$ cat src/fd_params.svh
`ifndef FD_PARAMS_SVH
`define FD_PARAMS_SVH

// ------------------------------
// stream format
// ------------------------------
`define FD_DATA_W       32
`define FD_KEEP_W       4

// address words plus the tag word
`define FD_HDR_WORDS    4

// ------------------------------
// egress ports
// ------------------------------
`define FD_PORT_NUM     12
`define FD_LEVEL_W      32

// label of port 0, the rest follow in order
`define FD_LABEL_BASE   1

// congestion marking
`define FD_ALERT_LEVEL  3000
`define FD_ECN_MARK     1

`endif

$ cat src/fd_pkg.sv
`default_nettype none
`include "fd_params.svh"

package fd_pkg;

    // one beat of the word stream
    typedef struct packed {
        logic [`FD_DATA_W-1:0] data;
        logic [`FD_KEEP_W-1:0] keep;
        logic                  last;
    } axis_word_t;

    // tag word fields, msb first
    typedef struct packed {
        logic [7:0]  label;
        logic [7:0]  ecn;
        logic [15:0] length_type;
    } hdr_tag_t;

    typedef union packed {
        logic [`FD_DATA_W-1:0] raw;
        hdr_tag_t              f;
    } hdr_tag_u;

    // captured header, ecn already resolved against the fifo level
    typedef struct packed {
        logic [`FD_DATA_W-1:0] addr_w0;
        logic [`FD_DATA_W-1:0] addr_w1;
        logic [`FD_DATA_W-1:0] addr_w2;
        hdr_tag_u              tag;
    } hdr_info_t;

    // fill level per egress fifo
    typedef logic [`FD_PORT_NUM-1:0][`FD_LEVEL_W-1:0] fifo_level_arr_t;

endpackage

`default_nettype wire

$ cat src/header_parser.sv
`default_nettype none
`include "fd_params.svh"

module header_parser
    import fd_pkg::*;
(
    input  wire                         glb_clk,
    input  wire                         glb_areset_n,
    input  wire axis_word_t             s_word,
    input  wire                         s_valid,
    output logic                        s_ready,
    input  wire fifo_level_arr_t        fifo_levels,
    input  wire                         frame_done,
    output hdr_info_t                   hdr,
    output logic                        hdr_strobe,
    output logic                        pay_start,
    output logic [`FD_PORT_NUM-1:0]     bus_sel
);

    localparam int CNT_W = $clog2(`FD_HDR_WORDS + 2);
    // count stops once word 4 is past
    localparam logic [CNT_W-1:0] CNT_MAX = CNT_W'(`FD_HDR_WORDS + 1);

    logic                       accept;
    logic [CNT_W-1:0]           word_cnt;
    logic                       draining;
    hdr_tag_u                   tag_in;
    hdr_tag_u                   tag_res;
    logic [`FD_PORT_NUM-1:0]    sel_next;
    logic                       congested;

    assign accept = s_valid && s_ready;

    // fires while word 3 is taken, so word 0 can leave on the next cycle
    assign hdr_strobe = accept && (word_cnt == CNT_W'(`FD_HDR_WORDS - 1));
    assign pay_start  = accept && (word_cnt == CNT_W'(`FD_HDR_WORDS));

    always_ff @(posedge glb_clk or negedge glb_areset_n) begin
        if (!glb_areset_n) begin
            word_cnt <= '0;
        end else if (accept) begin
            if (s_word.last) begin
                word_cnt <= '0;
            end else if (word_cnt != CNT_MAX) begin
                word_cnt <= word_cnt + 1'b1;
            end
        end
    end

    // ------------------------------
    // route decode and ecn marking
    // ------------------------------
    always_comb begin
        tag_in.raw = s_word.data;
        sel_next   = '0;
        congested  = 1'b0;
        for (int p = 0; p < `FD_PORT_NUM; p++) begin
            if (tag_in.f.label == 8'(`FD_LABEL_BASE + p)) begin
                sel_next[p] = 1'b1;
                congested   = fifo_levels[p] > `FD_LEVEL_W'(`FD_ALERT_LEVEL);
            end
        end
        tag_res = tag_in;
        if (congested) begin
            tag_res.f.ecn = 8'(`FD_ECN_MARK);
        end
    end

    // header words
    always_ff @(posedge glb_clk) begin
        if (accept) begin
            case (word_cnt)
                CNT_W'(0): hdr.addr_w0 <= s_word.data;
                CNT_W'(1): hdr.addr_w1 <= s_word.data;
                CNT_W'(2): hdr.addr_w2 <= s_word.data;
                CNT_W'(3): hdr.tag     <= tag_res;
                default: begin
                end
            endcase
        end
    end

    // route held until the output frame is done
    always_ff @(posedge glb_clk or negedge glb_areset_n) begin
        if (!glb_areset_n) begin
            bus_sel <= '0;
        end else if (hdr_strobe) begin
            bus_sel <= sel_next;
        end else if (frame_done) begin
            bus_sel <= '0;
        end
    end

    // ------------------------------
    // input ready
    // ------------------------------
    always_ff @(posedge glb_clk or negedge glb_areset_n) begin
        if (!glb_areset_n) begin
            s_ready  <= 1'b0;
            draining <= 1'b0;
        end else if (accept && s_word.last) begin
            s_ready  <= 1'b0;
            draining <= 1'b1;
        end else if (frame_done) begin
            s_ready  <= 1'b1;
            draining <= 1'b0;
        end else if (!draining) begin
            s_ready  <= 1'b1;
        end
    end

endmodule

`default_nettype wire

$ cat src/payload_aligner.sv
`default_nettype none
`include "fd_params.svh"

module payload_aligner
    import fd_pkg::*;
(
    input  wire                 glb_clk,
    input  wire                 glb_areset_n,
    input  wire axis_word_t     s_word,
    input  wire                 s_valid,
    input  wire                 pay_start,
    output logic [7:0]          l0_byte,
    output axis_word_t          pay_word,
    output logic                pay_valid
);

    localparam int HELD_W = `FD_DATA_W - 8;

    logic                       active;
    logic                       tail_pending;
    logic                       take;
    logic                       ends_here;
    logic [HELD_W-1:0]          held;
    logic [`FD_KEEP_W-1:0]      tail_keep;

    // payload word after word 4
    assign take = active && s_valid;

    // one byte in the last word, no tail word needed
    assign ends_here = (s_word.keep >> 1) == '0;

    always_ff @(posedge glb_clk or negedge glb_areset_n) begin
        if (!glb_areset_n) begin
            active       <= 1'b0;
            tail_pending <= 1'b0;
            pay_valid    <= 1'b0;
        end else begin
            pay_valid    <= take || tail_pending;
            tail_pending <= take && s_word.last && !ends_here;
            if (pay_start) begin
                active <= 1'b1;
            end else if (take && s_word.last) begin
                active <= 1'b0;
            end
        end
    end

    // ------------------------------
    // byte realignment
    // ------------------------------
    always_ff @(posedge glb_clk) begin
        if (pay_start) begin
            l0_byte <= s_word.data[7:0];
            held    <= s_word.data[`FD_DATA_W-1:8];
        end else if (take) begin
            pay_word.data <= {s_word.data[7:0], held};
            pay_word.keep <= '1;
            pay_word.last <= s_word.last && ends_here;
            held          <= s_word.data[`FD_DATA_W-1:8];
            tail_keep     <= s_word.keep >> 1;
        end else if (tail_pending) begin
            // leftover upper bytes of the last input word
            pay_word.data <= {8'h00, held};
            pay_word.keep <= tail_keep;
            pay_word.last <= 1'b1;
        end
    end

endmodule

`default_nettype wire

$ cat src/frame_emitter.sv
`default_nettype none
`include "fd_params.svh"

module frame_emitter
    import fd_pkg::*;
(
    input  wire                 glb_clk,
    input  wire                 glb_areset_n,
    input  wire hdr_info_t      hdr,
    input  wire                 hdr_strobe,
    input  wire [7:0]           l0_byte,
    input  wire axis_word_t     pay_word,
    input  wire                 pay_valid,
    output axis_word_t          m_word,
    output logic                m_valid,
    output logic                frame_done
);

    localparam int IDX_W = $clog2(`FD_HDR_WORDS);
    localparam logic [IDX_W-1:0] IDX_LAST = IDX_W'(`FD_HDR_WORDS - 1);

    logic [IDX_W-1:0]                           hdr_idx;
    hdr_tag_u                                   tag_out;
    logic [`FD_HDR_WORDS-1:0][`FD_DATA_W-1:0]   hdr_words;
    axis_word_t                                 dly_word;
    logic                                       dly_valid;
    axis_word_t                                 next_word;
    logic                                       next_valid;

    // L0 takes the place of the label
    always_comb begin
        tag_out.f.label       = l0_byte;
        tag_out.f.ecn         = hdr.tag.f.ecn;
        tag_out.f.length_type = hdr.tag.f.length_type;
    end

    assign hdr_words = {tag_out.raw, hdr.addr_w2, hdr.addr_w1, hdr.addr_w0};

    // ------------------------------
    // header sequencer
    // ------------------------------
    always_ff @(posedge glb_clk or negedge glb_areset_n) begin
        if (!glb_areset_n) begin
            hdr_idx <= '0;
        end else if (hdr_strobe) begin
            hdr_idx <= IDX_W'(1);
        end else if (hdr_idx == IDX_LAST) begin
            hdr_idx <= '0;
        end else if (hdr_idx != '0) begin
            hdr_idx <= hdr_idx + 1'b1;
        end
    end

    // header words first, payload slots in right behind
    always_comb begin
        next_word  = dly_word;
        next_valid = dly_valid;
        if (hdr_strobe || hdr_idx != '0) begin
            next_word.data = hdr_words[hdr_idx];
            next_word.keep = '1;
            next_word.last = 1'b0;
            next_valid     = 1'b1;
        end
    end

    // ------------------------------
    // payload delay and output
    // ------------------------------
    always_ff @(posedge glb_clk or negedge glb_areset_n) begin
        if (!glb_areset_n) begin
            dly_valid  <= 1'b0;
            m_valid    <= 1'b0;
            frame_done <= 1'b0;
        end else begin
            dly_valid  <= pay_valid;
            m_valid    <= next_valid;
            frame_done <= m_valid && m_word.last;
        end
    end

    always_ff @(posedge glb_clk) begin
        dly_word <= pay_word;
        m_word   <= next_word;
    end

endmodule

`default_nettype wire

$ cat src/frame_decoder_top.sv
`default_nettype none
`include "fd_params.svh"

module frame_decoder_top
    import fd_pkg::*;
(
    input  wire                         glb_clk,
    input  wire                         glb_areset_n,
    input  wire axis_word_t             s_word,
    input  wire                         s_valid,
    output logic                        s_ready,
    input  wire fifo_level_arr_t        fifo_levels,
    output axis_word_t                  m_word,
    output logic                        m_valid,
    output logic [`FD_PORT_NUM-1:0]     bus_sel
);

    hdr_info_t      hdr;
    logic           hdr_strobe;
    logic           pay_start;
    logic [7:0]     l0_byte;
    axis_word_t     pay_word;
    logic           pay_valid;
    logic           frame_done;

    header_parser i_header_parser (
        .glb_clk      (glb_clk),
        .glb_areset_n (glb_areset_n),
        .s_word       (s_word),
        .s_valid      (s_valid),
        .s_ready      (s_ready),
        .fifo_levels  (fifo_levels),
        .frame_done   (frame_done),
        .hdr          (hdr),
        .hdr_strobe   (hdr_strobe),
        .pay_start    (pay_start),
        .bus_sel      (bus_sel)
    );

    payload_aligner i_payload_aligner (
        .glb_clk      (glb_clk),
        .glb_areset_n (glb_areset_n),
        .s_word       (s_word),
        .s_valid      (s_valid),
        .pay_start    (pay_start),
        .l0_byte      (l0_byte),
        .pay_word     (pay_word),
        .pay_valid    (pay_valid)
    );

    frame_emitter i_frame_emitter (
        .glb_clk      (glb_clk),
        .glb_areset_n (glb_areset_n),
        .hdr          (hdr),
        .hdr_strobe   (hdr_strobe),
        .l0_byte      (l0_byte),
        .pay_word     (pay_word),
        .pay_valid    (pay_valid),
        .m_word       (m_word),
        .m_valid      (m_valid),
        .frame_done   (frame_done)
    );

endmodule

`default_nettype wire

$ cat config.mk
export PLATFORM = sky130hd
export DESIGN_NAME = frame_decoder_top
export DESIGN_NICKNAME = d
export VERILOG_FILES = /design/src/fd_pkg.sv /design/src/header_parser.sv /design/src/payload_aligner.sv /design/src/frame_emitter.sv /design/src/frame_decoder_top.sv
export VERILOG_INCLUDE_DIRS = /design/src
export SDC_FILE = /design/constraint.sdc
export NUM_CORES = 1
export LEC_CHECK = 0
export BUFFER_PORTS_ARGS = -buffer_cell sky130_fd_sc_hd__buf_4
export CAP_MARGIN = 0
export CORE_AREA = 2 2 183 185
export CTS_CLUSTER_SIZE = 28
export DETAILED_ROUTE_END_ITERATION = 10
export DIE_AREA = 0 0 185 187
export GPL_ROUTABILITY_DRIVEN = 0
export RECOVER_POWER = 100
export SLEW_MARGIN = 30
export SYNTH_ARGS = -nofsm -noshare
export SYNTH_HDL_FRONTEND = slang
export SYNTH_SLANG_ARGS = --single-unit
$ cat constraint.sdc
create_clock -name glb_clk -period 10.11 [get_ports glb_clk]
set_input_delay 2.022 -clock glb_clk [delete_from_list [all_inputs] [get_ports glb_clk]]
set_output_delay 2.022 -clock glb_clk [all_outputs]
set_load 0.02 [all_outputs]
After elaboration in Yosys (flattened, before gate mapping). Index checks and enable logic that the tools add are counted. W data, S select, Z words.

Bits of input ports: 424. Word-level logic and storage cells: 138. Bits in registers: 291. Output and inout port bits: 51.

Bitwise operators: 1. Magnitude comparators: 13. Reductions and logical operators: 29. $add $sub $neg: 2. Mux-type cells: 46. Equality and inequality tests: 19.

Operators by type and width (count): $gt A32 B12 Y1 const B (12); $mux W37 (3); $bmux W32 S2 (1); $mux W24 (2); $eq A8 B4 Y1 const B (5); $eq A8 B3 Y1 const B (4); $mux W1 (32); $mux W32 (1); $mux W12 (2); $eq A8 B2 Y1 const B (2); $reduce_and A2 Y1 (7); $reduce_bool A2 Y1 (7); $logic_and A1 B1 Y1 (9); $eq A8 B1 Y1 const B (1); $eq A3 B2 Y1 const B (2); $mux W2 (3); $mux W3 (2); $logic_not A4 Y1 (1); $add A3 B1 Y3 const B (1); $eq A3 B1 Y1 const B (1); $eq A3 B3 Y1 const B (1); $logic_not A3 Y1 (1); $lt A2 B3 Y1 const B (1); $ne A3 B2 Y1 const B (1); 7 further kinds (8).

Logic depth before layout (Yosys ltp). Gate-level depths: netlist of the first run.

Depth in word-level cells: 13. Gate-level depth with buffers: 7. Gate-level depth less buffers: 7.

Hierarchy. From an unflattened synthesis of the first run, not the netlist that was laid out.

Cell total of the unflattened synthesis: 747. Area, all modules: 11439.7 um^2.

Modules (own cells, without submodules): header_parser (area each 5883.1 um^2, cells an instance 403, instances 1, seq. area each 4269.1 um^2); frame_emitter (area each 3174.3 um^2, cells an instance 244, instances 1, seq. area each 1606.5 um^2); payload_aligner (area each 2382.3 um^2, cells an instance 100, instances 1, seq. area each 2237.1 um^2).

Least setup slack after synthesis of the first run. OpenSTA, ideal clock, no wires.

Path type: input-to-reg. Start point: input s_valid. End point: register i_payload_aligner.pay_word[0] (netlist name). Data required time: 9.674 ns. Path buffers: 2. Setup slack: 5.273 ns. Stages on the path: 5. Library setup time: 0.436 ns. Data arrival time: 4.401 ns. Cells stage by stage: and2_1 > clkbuf_1 > and3_1 > clkbuf_1 > nor2b_1.

Cells in the longest elaborated chain, start to end: 4. Elaborated cells on any way between the ends: 6. Classes of those cells: bitwise: 1; reduce/logical: 5.

RTL lines: start, declared (line frame_decoder_top.sv:10) `input wire s_valid,`; $logic_and A1 B1 Y1 (line header_parser.sv:32) `assign accept = s_valid && s_ready;`; $logic_and A1 B1 Y1 (line header_parser.sv:36) `` assign pay_start = accept && (word_cnt == CNT_W'(`FD_HDR_WORDS)); ``; named net i_header_parser.pay_start (line header_parser.sv:16) `output logic pay_start,`; $not A1 Y1 (no source line); $reduce_and A2 Y1 (no source line).

The timed path passes the listed nets, and every way through them passes these cells. A chain may end at the register's enable or synchronous reset.

==> impl_metrics.py, run 1 <==
metrics = {
    "worst_setup_path": {
        "reg2reg_to": "i_frame_emitter.m_word[22]$_DFF_P_",
        "cp.arrival_ns": 5.93,
        "crit_chain": "clkbuf_1 > and2_0 > nand2_1 > nand2_1 > clkbuf_1 > mux2_2",
        "timing.rr.start": "i_header_parser.s_ready$_DFFE_PN0P_",
        "slowest_delay_ns": 1.47,
        "critical_path_class": "in -> reg",
        "timing.critical_path.from_type": "primary input",
        "path_delay_family": "buffers and inverters",
        "critical_path_buf_inv_count": 2,
        "cp_max_fo": 29,
        "reg2reg_depth": 5,
        "slowest_stage": "clkbuf_1",
        "crit_required_ns": 10.52,
        "r2r_slack_ns": 6.20,
        "cp-end-kind": "flop",
    },
    "cts": {
        "cts_resized": 0,
        "htreeDepth": 1,
        "clockBufferDepth": 3,
        "cts_buffers": 30,
        "cts-root-buf": "clkbuf_16",
        "clk-insertion-delay-late_ns": 0.54,
        "cts_num_sinks": 291,
        "path_clk_slew_ns": 0.06,
        "ctsHoldBuffers": 0,
        "cts_setup_buffers": 0,
        "tritoncts": "yes",
    },
    "route": {
        "drt_first_pass_iters": 5,
        "wire_per_inst_um": 21.6,
        "route.vias.total": 7973,
        "viasPerCell": 4.87,
        "drcViolationCount": 0,
        "antenna_left": 0,
        "drtIter0Drc": 405,
        "routed_wl_um": 35300,
    },
    "sta": {
        "rsz0062_at_grt": "no",
        "setup_viol": 0,
        "fin_tns_setup_ns": 0,
        "fin_crit_ns": 5.52,
        "hold_slack_ns": 0.339,
        "fmax_mhz": 181,
        "tightest_slew_ns": 2.40,
        "fin_skew_ns": 0.0121,
        "slew_headroom": -0.600,
        "hold_viol_final": 0,
        "drv_slew": 218,
        "min_period_over_period": 0.546,
    },
    "global_route": {
        "track_usage": 0.202,
        "grt_pass1_wl_um": 51800,
        "grt_overflow_total": 0,
        "grt_pass1_vias": 8492,
        "antenna_found_initial": 5,
        "grt_max_degree": 36,
    },
    "layout": {
        "fillCellCount": 3023,
        "drive_above_1_share": 0.431,
        "area_growth_syn_to_layout_pct": 44.2,
        "design_area_um2": 15600,
        "nNetsFinal": 1592,
        "utilization": 0.476,
    },
    "synthesis": {
        "synth_seq_area_share": 0.726,
        "syn_area_um2": 10800,
        "synth_ff_type": "edfxtp_1",
        "ys_warn_count": 0,
        "synth_cells": 665,
        "ys_seq_elements": 291,
        "muxShareOfSynthArea": 0.101,
        "synth_xor_area_frac": 0,
        "synth_edf_count": 192,
        "synth_nets": 1096,
        "syn_area_per_cell_um2": 16.3,
        "synth_top_family_by_area": "simple AND/OR/NAND/NOR gates",
        "synth-simple-area-share": 0.109,
        "ys_async_sr_fraction": 0.0859,
        "ys_types": 50,
        "synth_compound_area_frac": 0.0466,
        "synth_fa_ha_area_frac": 0.00808,
    },
    "min_path": {
        "hold_start": "i_payload_aligner.pay_word[15]$_DFFE_PP_",
        "min_path_cells": 0,
        "hold_class": "reg -> reg",
        "hold_path_end": "i_frame_emitter.dly_word[15]$_DFF_P_",
    },
    "die": {
        "rows": 67,
        "fp.dieH_um": 187,
        "io_pins": 475,
        "dieWidth_um": 185,
        "start_util": 0.330,
        "core_um2": 32900,
        "dieArea_um2": 34600,
    },
    "power": {
        "p_int_mw": 2.07,
        "p_per_area_nw_per_um2": 164,
        "leakage_nw": 6.01,
        "p_sw_frac": 0.192,
        "power_frac_clock": 0.443,
        "p_comb_frac": 0.064,
        "vdd_drop_max_mv": 0.0886,
        "seqPwrFrac": 0.493,
        "p_sw_mw": 0.493,
    },
    "flow_run": {
        "cap_violations": 7,
    },
    "placed_design": {
        "port_buffers": 473,
        "dpl_cell_area_um2": 15000,
        "place_hpwl_um": 26300,
    },
    "outcome": {
        "violations": "max-capacitance violations, max-slew violations",
        "status": "finished with violations",
    },
}
synth_stat cells, drive strengths merged (13+ instances only):
library cell / n / area [um2]
mux4: 32 / 721
dfrtp: 25 / 626
nor4: 59 / 390
nor2: 13 / 48.8
a21oi: 14 / 70.1
edfxtp: 192 / 5770
and3: 17 / 106
nand3: 15 / 75.1
o21ai: 22 / 114
dfxtp: 74 / 1480
nand3b: 13 / 97.6
nand2: 35 / 131
mux2: 32 / 360
worst max path at each step:
| stage | from | endpoint | slack (ns) | depth (start not counted) |
|---|---|---|---|---|
| final | s_valid | i_frame_emitter.m_word[22]$_DFF_P_ | 4.59 | 6 |
| after global routing | s_valid | i_frame_emitter.m_word[24]$_DFF_P_ | 4.10 | 6 |
| after detailed placement | s_valid | i_frame_emitter.m_word[35]$_DFF_P_ | 5.38 | 6 |
| after floorplan | s_valid | i_payload_aligner.pay_word[0]$_SDFFCE_PN1P_ | 5.27 | 5 |
| after CTS | s_valid | i_frame_emitter.m_word[35]$_DFF_P_ | 5.97 | 6 |
| after global placement | s_valid | i_frame_emitter.m_word[22]$_DFF_P_ | 5.38 | 6 |
metal layers:
metal	global-route usage	wire length, um	share of wire
met5	0	21	0.00059
met4	0.0461	782	0.022
met3	0.0617	2990	0.085
met2	0.326	16800	0.47
met1	0.268	14800	0.42
cells in the final DEF, fill, tap and decap left out, drive strengths merged, types with 5 or more instances in the layout:
master  count
buf       387
edfxtp    192
clkbuf    138
dfxtp      74
nor4       59
nand2      35
mux4       32
mux2       32
dfrtp      25
o21ai      22
and3       17
nand3      15
a21oi      14
nor2       13
nand3b     13
nand4      12
inv         9
nor3        9
nand2b      7
or3         7
ha          7
or4         6
a41o        6
clkinv      6
or2         5
metrics by stage:
step           cells  power (mW)  worst slack (ns)
6_report        1636        2.56              4.59
5_1_grt         1635        2.65              4.10
4_1_cts         1633        2.59              5.97
3_5_place_dp    1577        1.46              5.38
3_3_place_gp    1577        1.45              5.38
2_1_floorplan    665        1.31              5.27
state kept, by name, indices dropped and copies added (netlist names):
register,flops
i_payload_aligner.tail_pending,1
i_header_parser.hdr,120
i_frame_emitter.m_valid,1
i_frame_emitter.hdr_idx,2
i_payload_aligner.pay_valid,1
i_header_parser.draining,1
i_frame_emitter.dly_valid,1
i_frame_emitter.frame_done,1
i_header_parser.bus_sel,12
i_payload_aligner.tail_keep,3
i_payload_aligner.pay_word,37
i_frame_emitter.dly_word,37
i_frame_emitter.m_word,37
i_payload_aligner.held,24
i_payload_aligner.active,1
i_header_parser.word_cnt,3
i_header_parser.s_ready,1
i_payload_aligner.l0_byte,8
power by group through the flow:
stage          sequential, mW  combinational [mW]  clock (mW)
2_1_floorplan            1.29              0.0155           0
3_3_place_gp             1.29               0.165           0
3_5_place_dp             1.29               0.168           0
4_1_cts                  1.26               0.168        1.16
5_1_grt                  1.26               0.174        1.21
6_report                 1.26               0.163        1.14
cell families (layout without fill, tap and decap cells):
family / Yosys count / in the layout
fa+ha+maj: 7 / 7
simple gates: 204 / 204
flops: 291 / 291
buf+inv: 26 / 546
mux: 65 / 65
other cells: 0 / 3
compound gates: 72 / 72
worst register-to-register path: cells and delay by family (launching register included):
kind | cells | cell delay, ns
buf+inv | 1 | 1.47
simple gates | 3 | 1.46
flops | 1 | 0.38
mux | 1 | 0.48
area by class of cell:
cell class / instances / area (um2) / share of cell area
Clock buffer: 44 / 875 / 0.0560
Multi-Input combinational cell: 348 / 2850 / 0.182
Clock inverter: 12 / 166 / 0.0106
Antenna cell: 3 / 7.51 / 0.000480
Inverter: 9 / 33.8 / 0.00216
Timing Repair Buffer: 481 / 3270 / 0.209
Tap cell: 448 / 561 / 0.0359
Sequential cell: 291 / 7870 / 0.504
No activity file was read; power rests on OpenSTA's default activity.
==> run 2, diff against run 1 <==
--- a/config.mk
+++ b/config.mk
@@ -8,10 +8,10 @@
 export LEC_CHECK = 0
 export BUFFER_PORTS_ARGS = -buffer_cell sky130_fd_sc_hd__buf_4
 export CAP_MARGIN = 0
-export CORE_AREA = 2 2 183 185
+export CORE_AREA = 2 2 182 184
 export CTS_CLUSTER_SIZE = 28
 export DETAILED_ROUTE_END_ITERATION = 10
-export DIE_AREA = 0 0 185 187
+export DIE_AREA = 0 0 184 186
 export GPL_ROUTABILITY_DRIVEN = 0
 export RECOVER_POWER = 100
 export SLEW_MARGIN = 30
==> constraint.sdc (replaced) <==
create_clock -name glb_clk -period 4.7 [get_ports glb_clk]
set_input_delay 0.94 -clock glb_clk [delete_from_list [all_inputs] [get_ports glb_clk]]
set_output_delay 0.94 -clock glb_clk [all_outputs]
set_load 0.02 [all_outputs]
==> impl_metrics.py, run 2 (synthesis gave the netlist of run 1 again) <==
metrics = {
    "outcome": {
        "status": "finished with violations",
        "violations": "max-capacitance violations, max-slew violations",
    },
    "route": {
        "drt_first_pass_iters": 5,
        "routed_wl_um": 36700,
        "route.vias.total": 8054,
        "drtIter0Drc": 544,
        "antenna_left": 0,
        "viasPerCell": 5.04,
        "wire_per_inst_um": 23.0,
        "drcViolationCount": 0,
    },
    "worst_setup_path": {
        "crit_required_ns": 4.91,
        "cp_max_fo": 8,
        "timing.critical_path.from_type": "primary input",
        "path_depth": 8,
        "slowest_delay_ns": 1.12,
        "crit_chain": "clkbuf_1 > or4_1 > nor3_2 > nand2_1 > o211ai_1 > a21oi_1 > nor4_1 > a21oi_1",
        "reg2reg_depth": 4,
        "critical_path_buf_inv_count": 1,
        "slowest_stage": "nor4_1",
        "crit_top_cell": "a21oi_1",
        "startpoint": "s_word[34]",
        "r2r_slack_ns": 1.50,
        "cp-end-kind": "flop",
        "cp.arrival_ns": 3.88,
        "timing.rr.start": "i_header_parser.s_ready$_DFFE_PN0P_",
        "reg2reg_to": "i_payload_aligner.pay_word[23]$_DFFE_PP_",
        "endpoint": "i_header_parser.hdr[23]$_SDFFCE_PP0P_",
        "critical_path_class": "in -> reg",
        "path_delay_family": "simple AND/OR/NAND/NOR gates",
    },
    "cts": {
        "cts_num_sinks": 291,
        "htreeDepth": 1,
        "cts_setup_buffers": 0,
        "tritoncts": "yes",
        "path_clk_slew_ns": 0.06,
        "clk-insertion-delay-late_ns": 0.53,
        "cts_resized": 0,
        "cts-root-buf": "clkbuf_16",
        "clockBufferDepth": 3,
        "ctsHoldBuffers": 0,
        "cts_buffers": 29,
    },
    "die": {
        "dieWidth_um": 184,
        "core_um2": 32200,
        "start_util": 0.337,
        "io_pins": 475,
        "dieArea_um2": 34200,
        "fp.dieH_um": 186,
        "rows": 66,
    },
    "global_route": {
        "top_usage_layer": "met2",
        "grt_overflow_total": 0,
        "track_usage": 0.211,
        "grtUsageMet2": 0.335,
        "grt_pass1_vias": 8148,
        "grt_pass1_wl_um": 52200,
        "globalRouteMet3Util": 0.0785,
        "grt.met1_usage": 0.281,
        "antenna_found_initial": 7,
        "grt_max_degree": 36,
    },
    "sta": {
        "fin_crit_ns": 3.67,
        "tightest_slew_ns": 2.37,
        "fin_skew_ns": 0.00982,
        "setup_ws_ns": 1.03,
        "fmax_mhz": 273,
        "setup_viol": 0,
        "hold_slack_ns": 0.338,
        "drv_slew": 99,
        "rsz0062_at_grt": "no",
        "min_period_over_period": 0.780,
        "hold_viol_final": 0,
        "fin_tns_setup_ns": 0,
        "slew_headroom": -0.580,
    },
    "placed_design": {
        "dpl_cell_area_um2": 14900,
        "dp.cells": 1539,
        "dp_slack_ns": 1.25,
        "place_hpwl_um": 27900,
        "port_buffers": 473,
    },
    "layout": {
        "nNetsFinal": 1593,
        "design_area_um2": 15500,
        "utilization": 0.481,
        "top_register": "i_header_parser.hdr",
        "final_cell_mix": "buf_4 (390), edfxtp_1 (192), clkbuf_1 (99)",
        "largest_reg_flops": 120,
        "final_common_cell": "buf_4",
        "finalNonFillerCells": 1597,
        "area_growth_syn_to_layout_pct": 43.0,
        "drive_above_1_share": 0.431,
    },
    "power": {
        "vdd_drop_max_mv": 0.257,
        "p_per_area_nw_per_um2": 342,
        "leakage_nw": 5.98,
        "finalPower_mw": 5.29,
    },
    "min_path": {
        "hold_class": "reg -> reg",
    },
    "flow_run": {
        "cap_violations": 4,
    },
}
## run 2: cell count changes in the layout (fill, tap and decap cells not counted), moves of 2 or more
| cell | before | now |
|---|---|---|
| buf_4 | 387 | 390 |
| bufinv_16 | 4 | 1 |
| clkinv_2 | 3 | 5 |
| diode_2 | 3 | 5 |
| mux2_1 | 4 | 6 |
| mux2_2 | 28 | 26 |
## run 2: worst min-delay path by stage
stage / start / to / slack (ns) / depth (start not counted)
floorplan: i_payload_aligner.pay_word[0]$_SDFFCE_PN1P_ / i_frame_emitter.dly_word[0]$_DFF_P_ / 0.32 / 0
global placement: i_payload_aligner.pay_word[23]$_DFFE_PP_ / i_frame_emitter.dly_word[23]$_DFF_P_ / 0.32 / 0
detailed placement: i_payload_aligner.pay_word[18]$_DFFE_PP_ / i_frame_emitter.dly_word[18]$_DFF_P_ / 0.33 / 0
CTS: glb_areset_n / i_payload_aligner.pay_valid$_DFF_PN0_ / 0.31 / 1
global route: i_payload_aligner.pay_word[18]$_DFFE_PP_ / i_frame_emitter.dly_word[18]$_DFF_P_ / 0.34 / 0
finish: i_payload_aligner.pay_word[0]$_SDFFCE_PN1P_ / i_frame_emitter.dly_word[0]$_DFF_P_ / 0.34 / 0
## run 2: report_power, final
group          internal (mW)  switching [mW]
registers               2.72               0
logic                  0.228           0.130
clock network           1.30           0.911
total                   4.25            1.04
## run 2: layout make-up
class / count / area [um2]
fill: 2930 / 16700
sequential: 291 / 7870
timing repair buffer: 483 / 3290
multi-input combinational: 348 / 2850
clock buffer: 45 / 857
tap: 408 / 510
clock inverter: 8 / 66.3
inverter: 9 / 33.8
antenna: 5 / 12.5
## run 2: routing by layer
| metal | up-vias | part of all wire |
|---|---|---|
| met4 | 4 | 0.015 |
| li1 | 3672 | - |
| met2 | 382 | 0.47 |
| met1 | 3950 | 0.42 |
| met3 | 46 | 0.095 |
| met5 | - | 0.00074 |
## run 2: worst reg2reg max path: stages, from the launching register on
cell      delay (ns)
dfrtp_1         0.40
and2_0          0.27
and3_1          0.46
nor2b_1         0.83
clkbuf_2        0.84
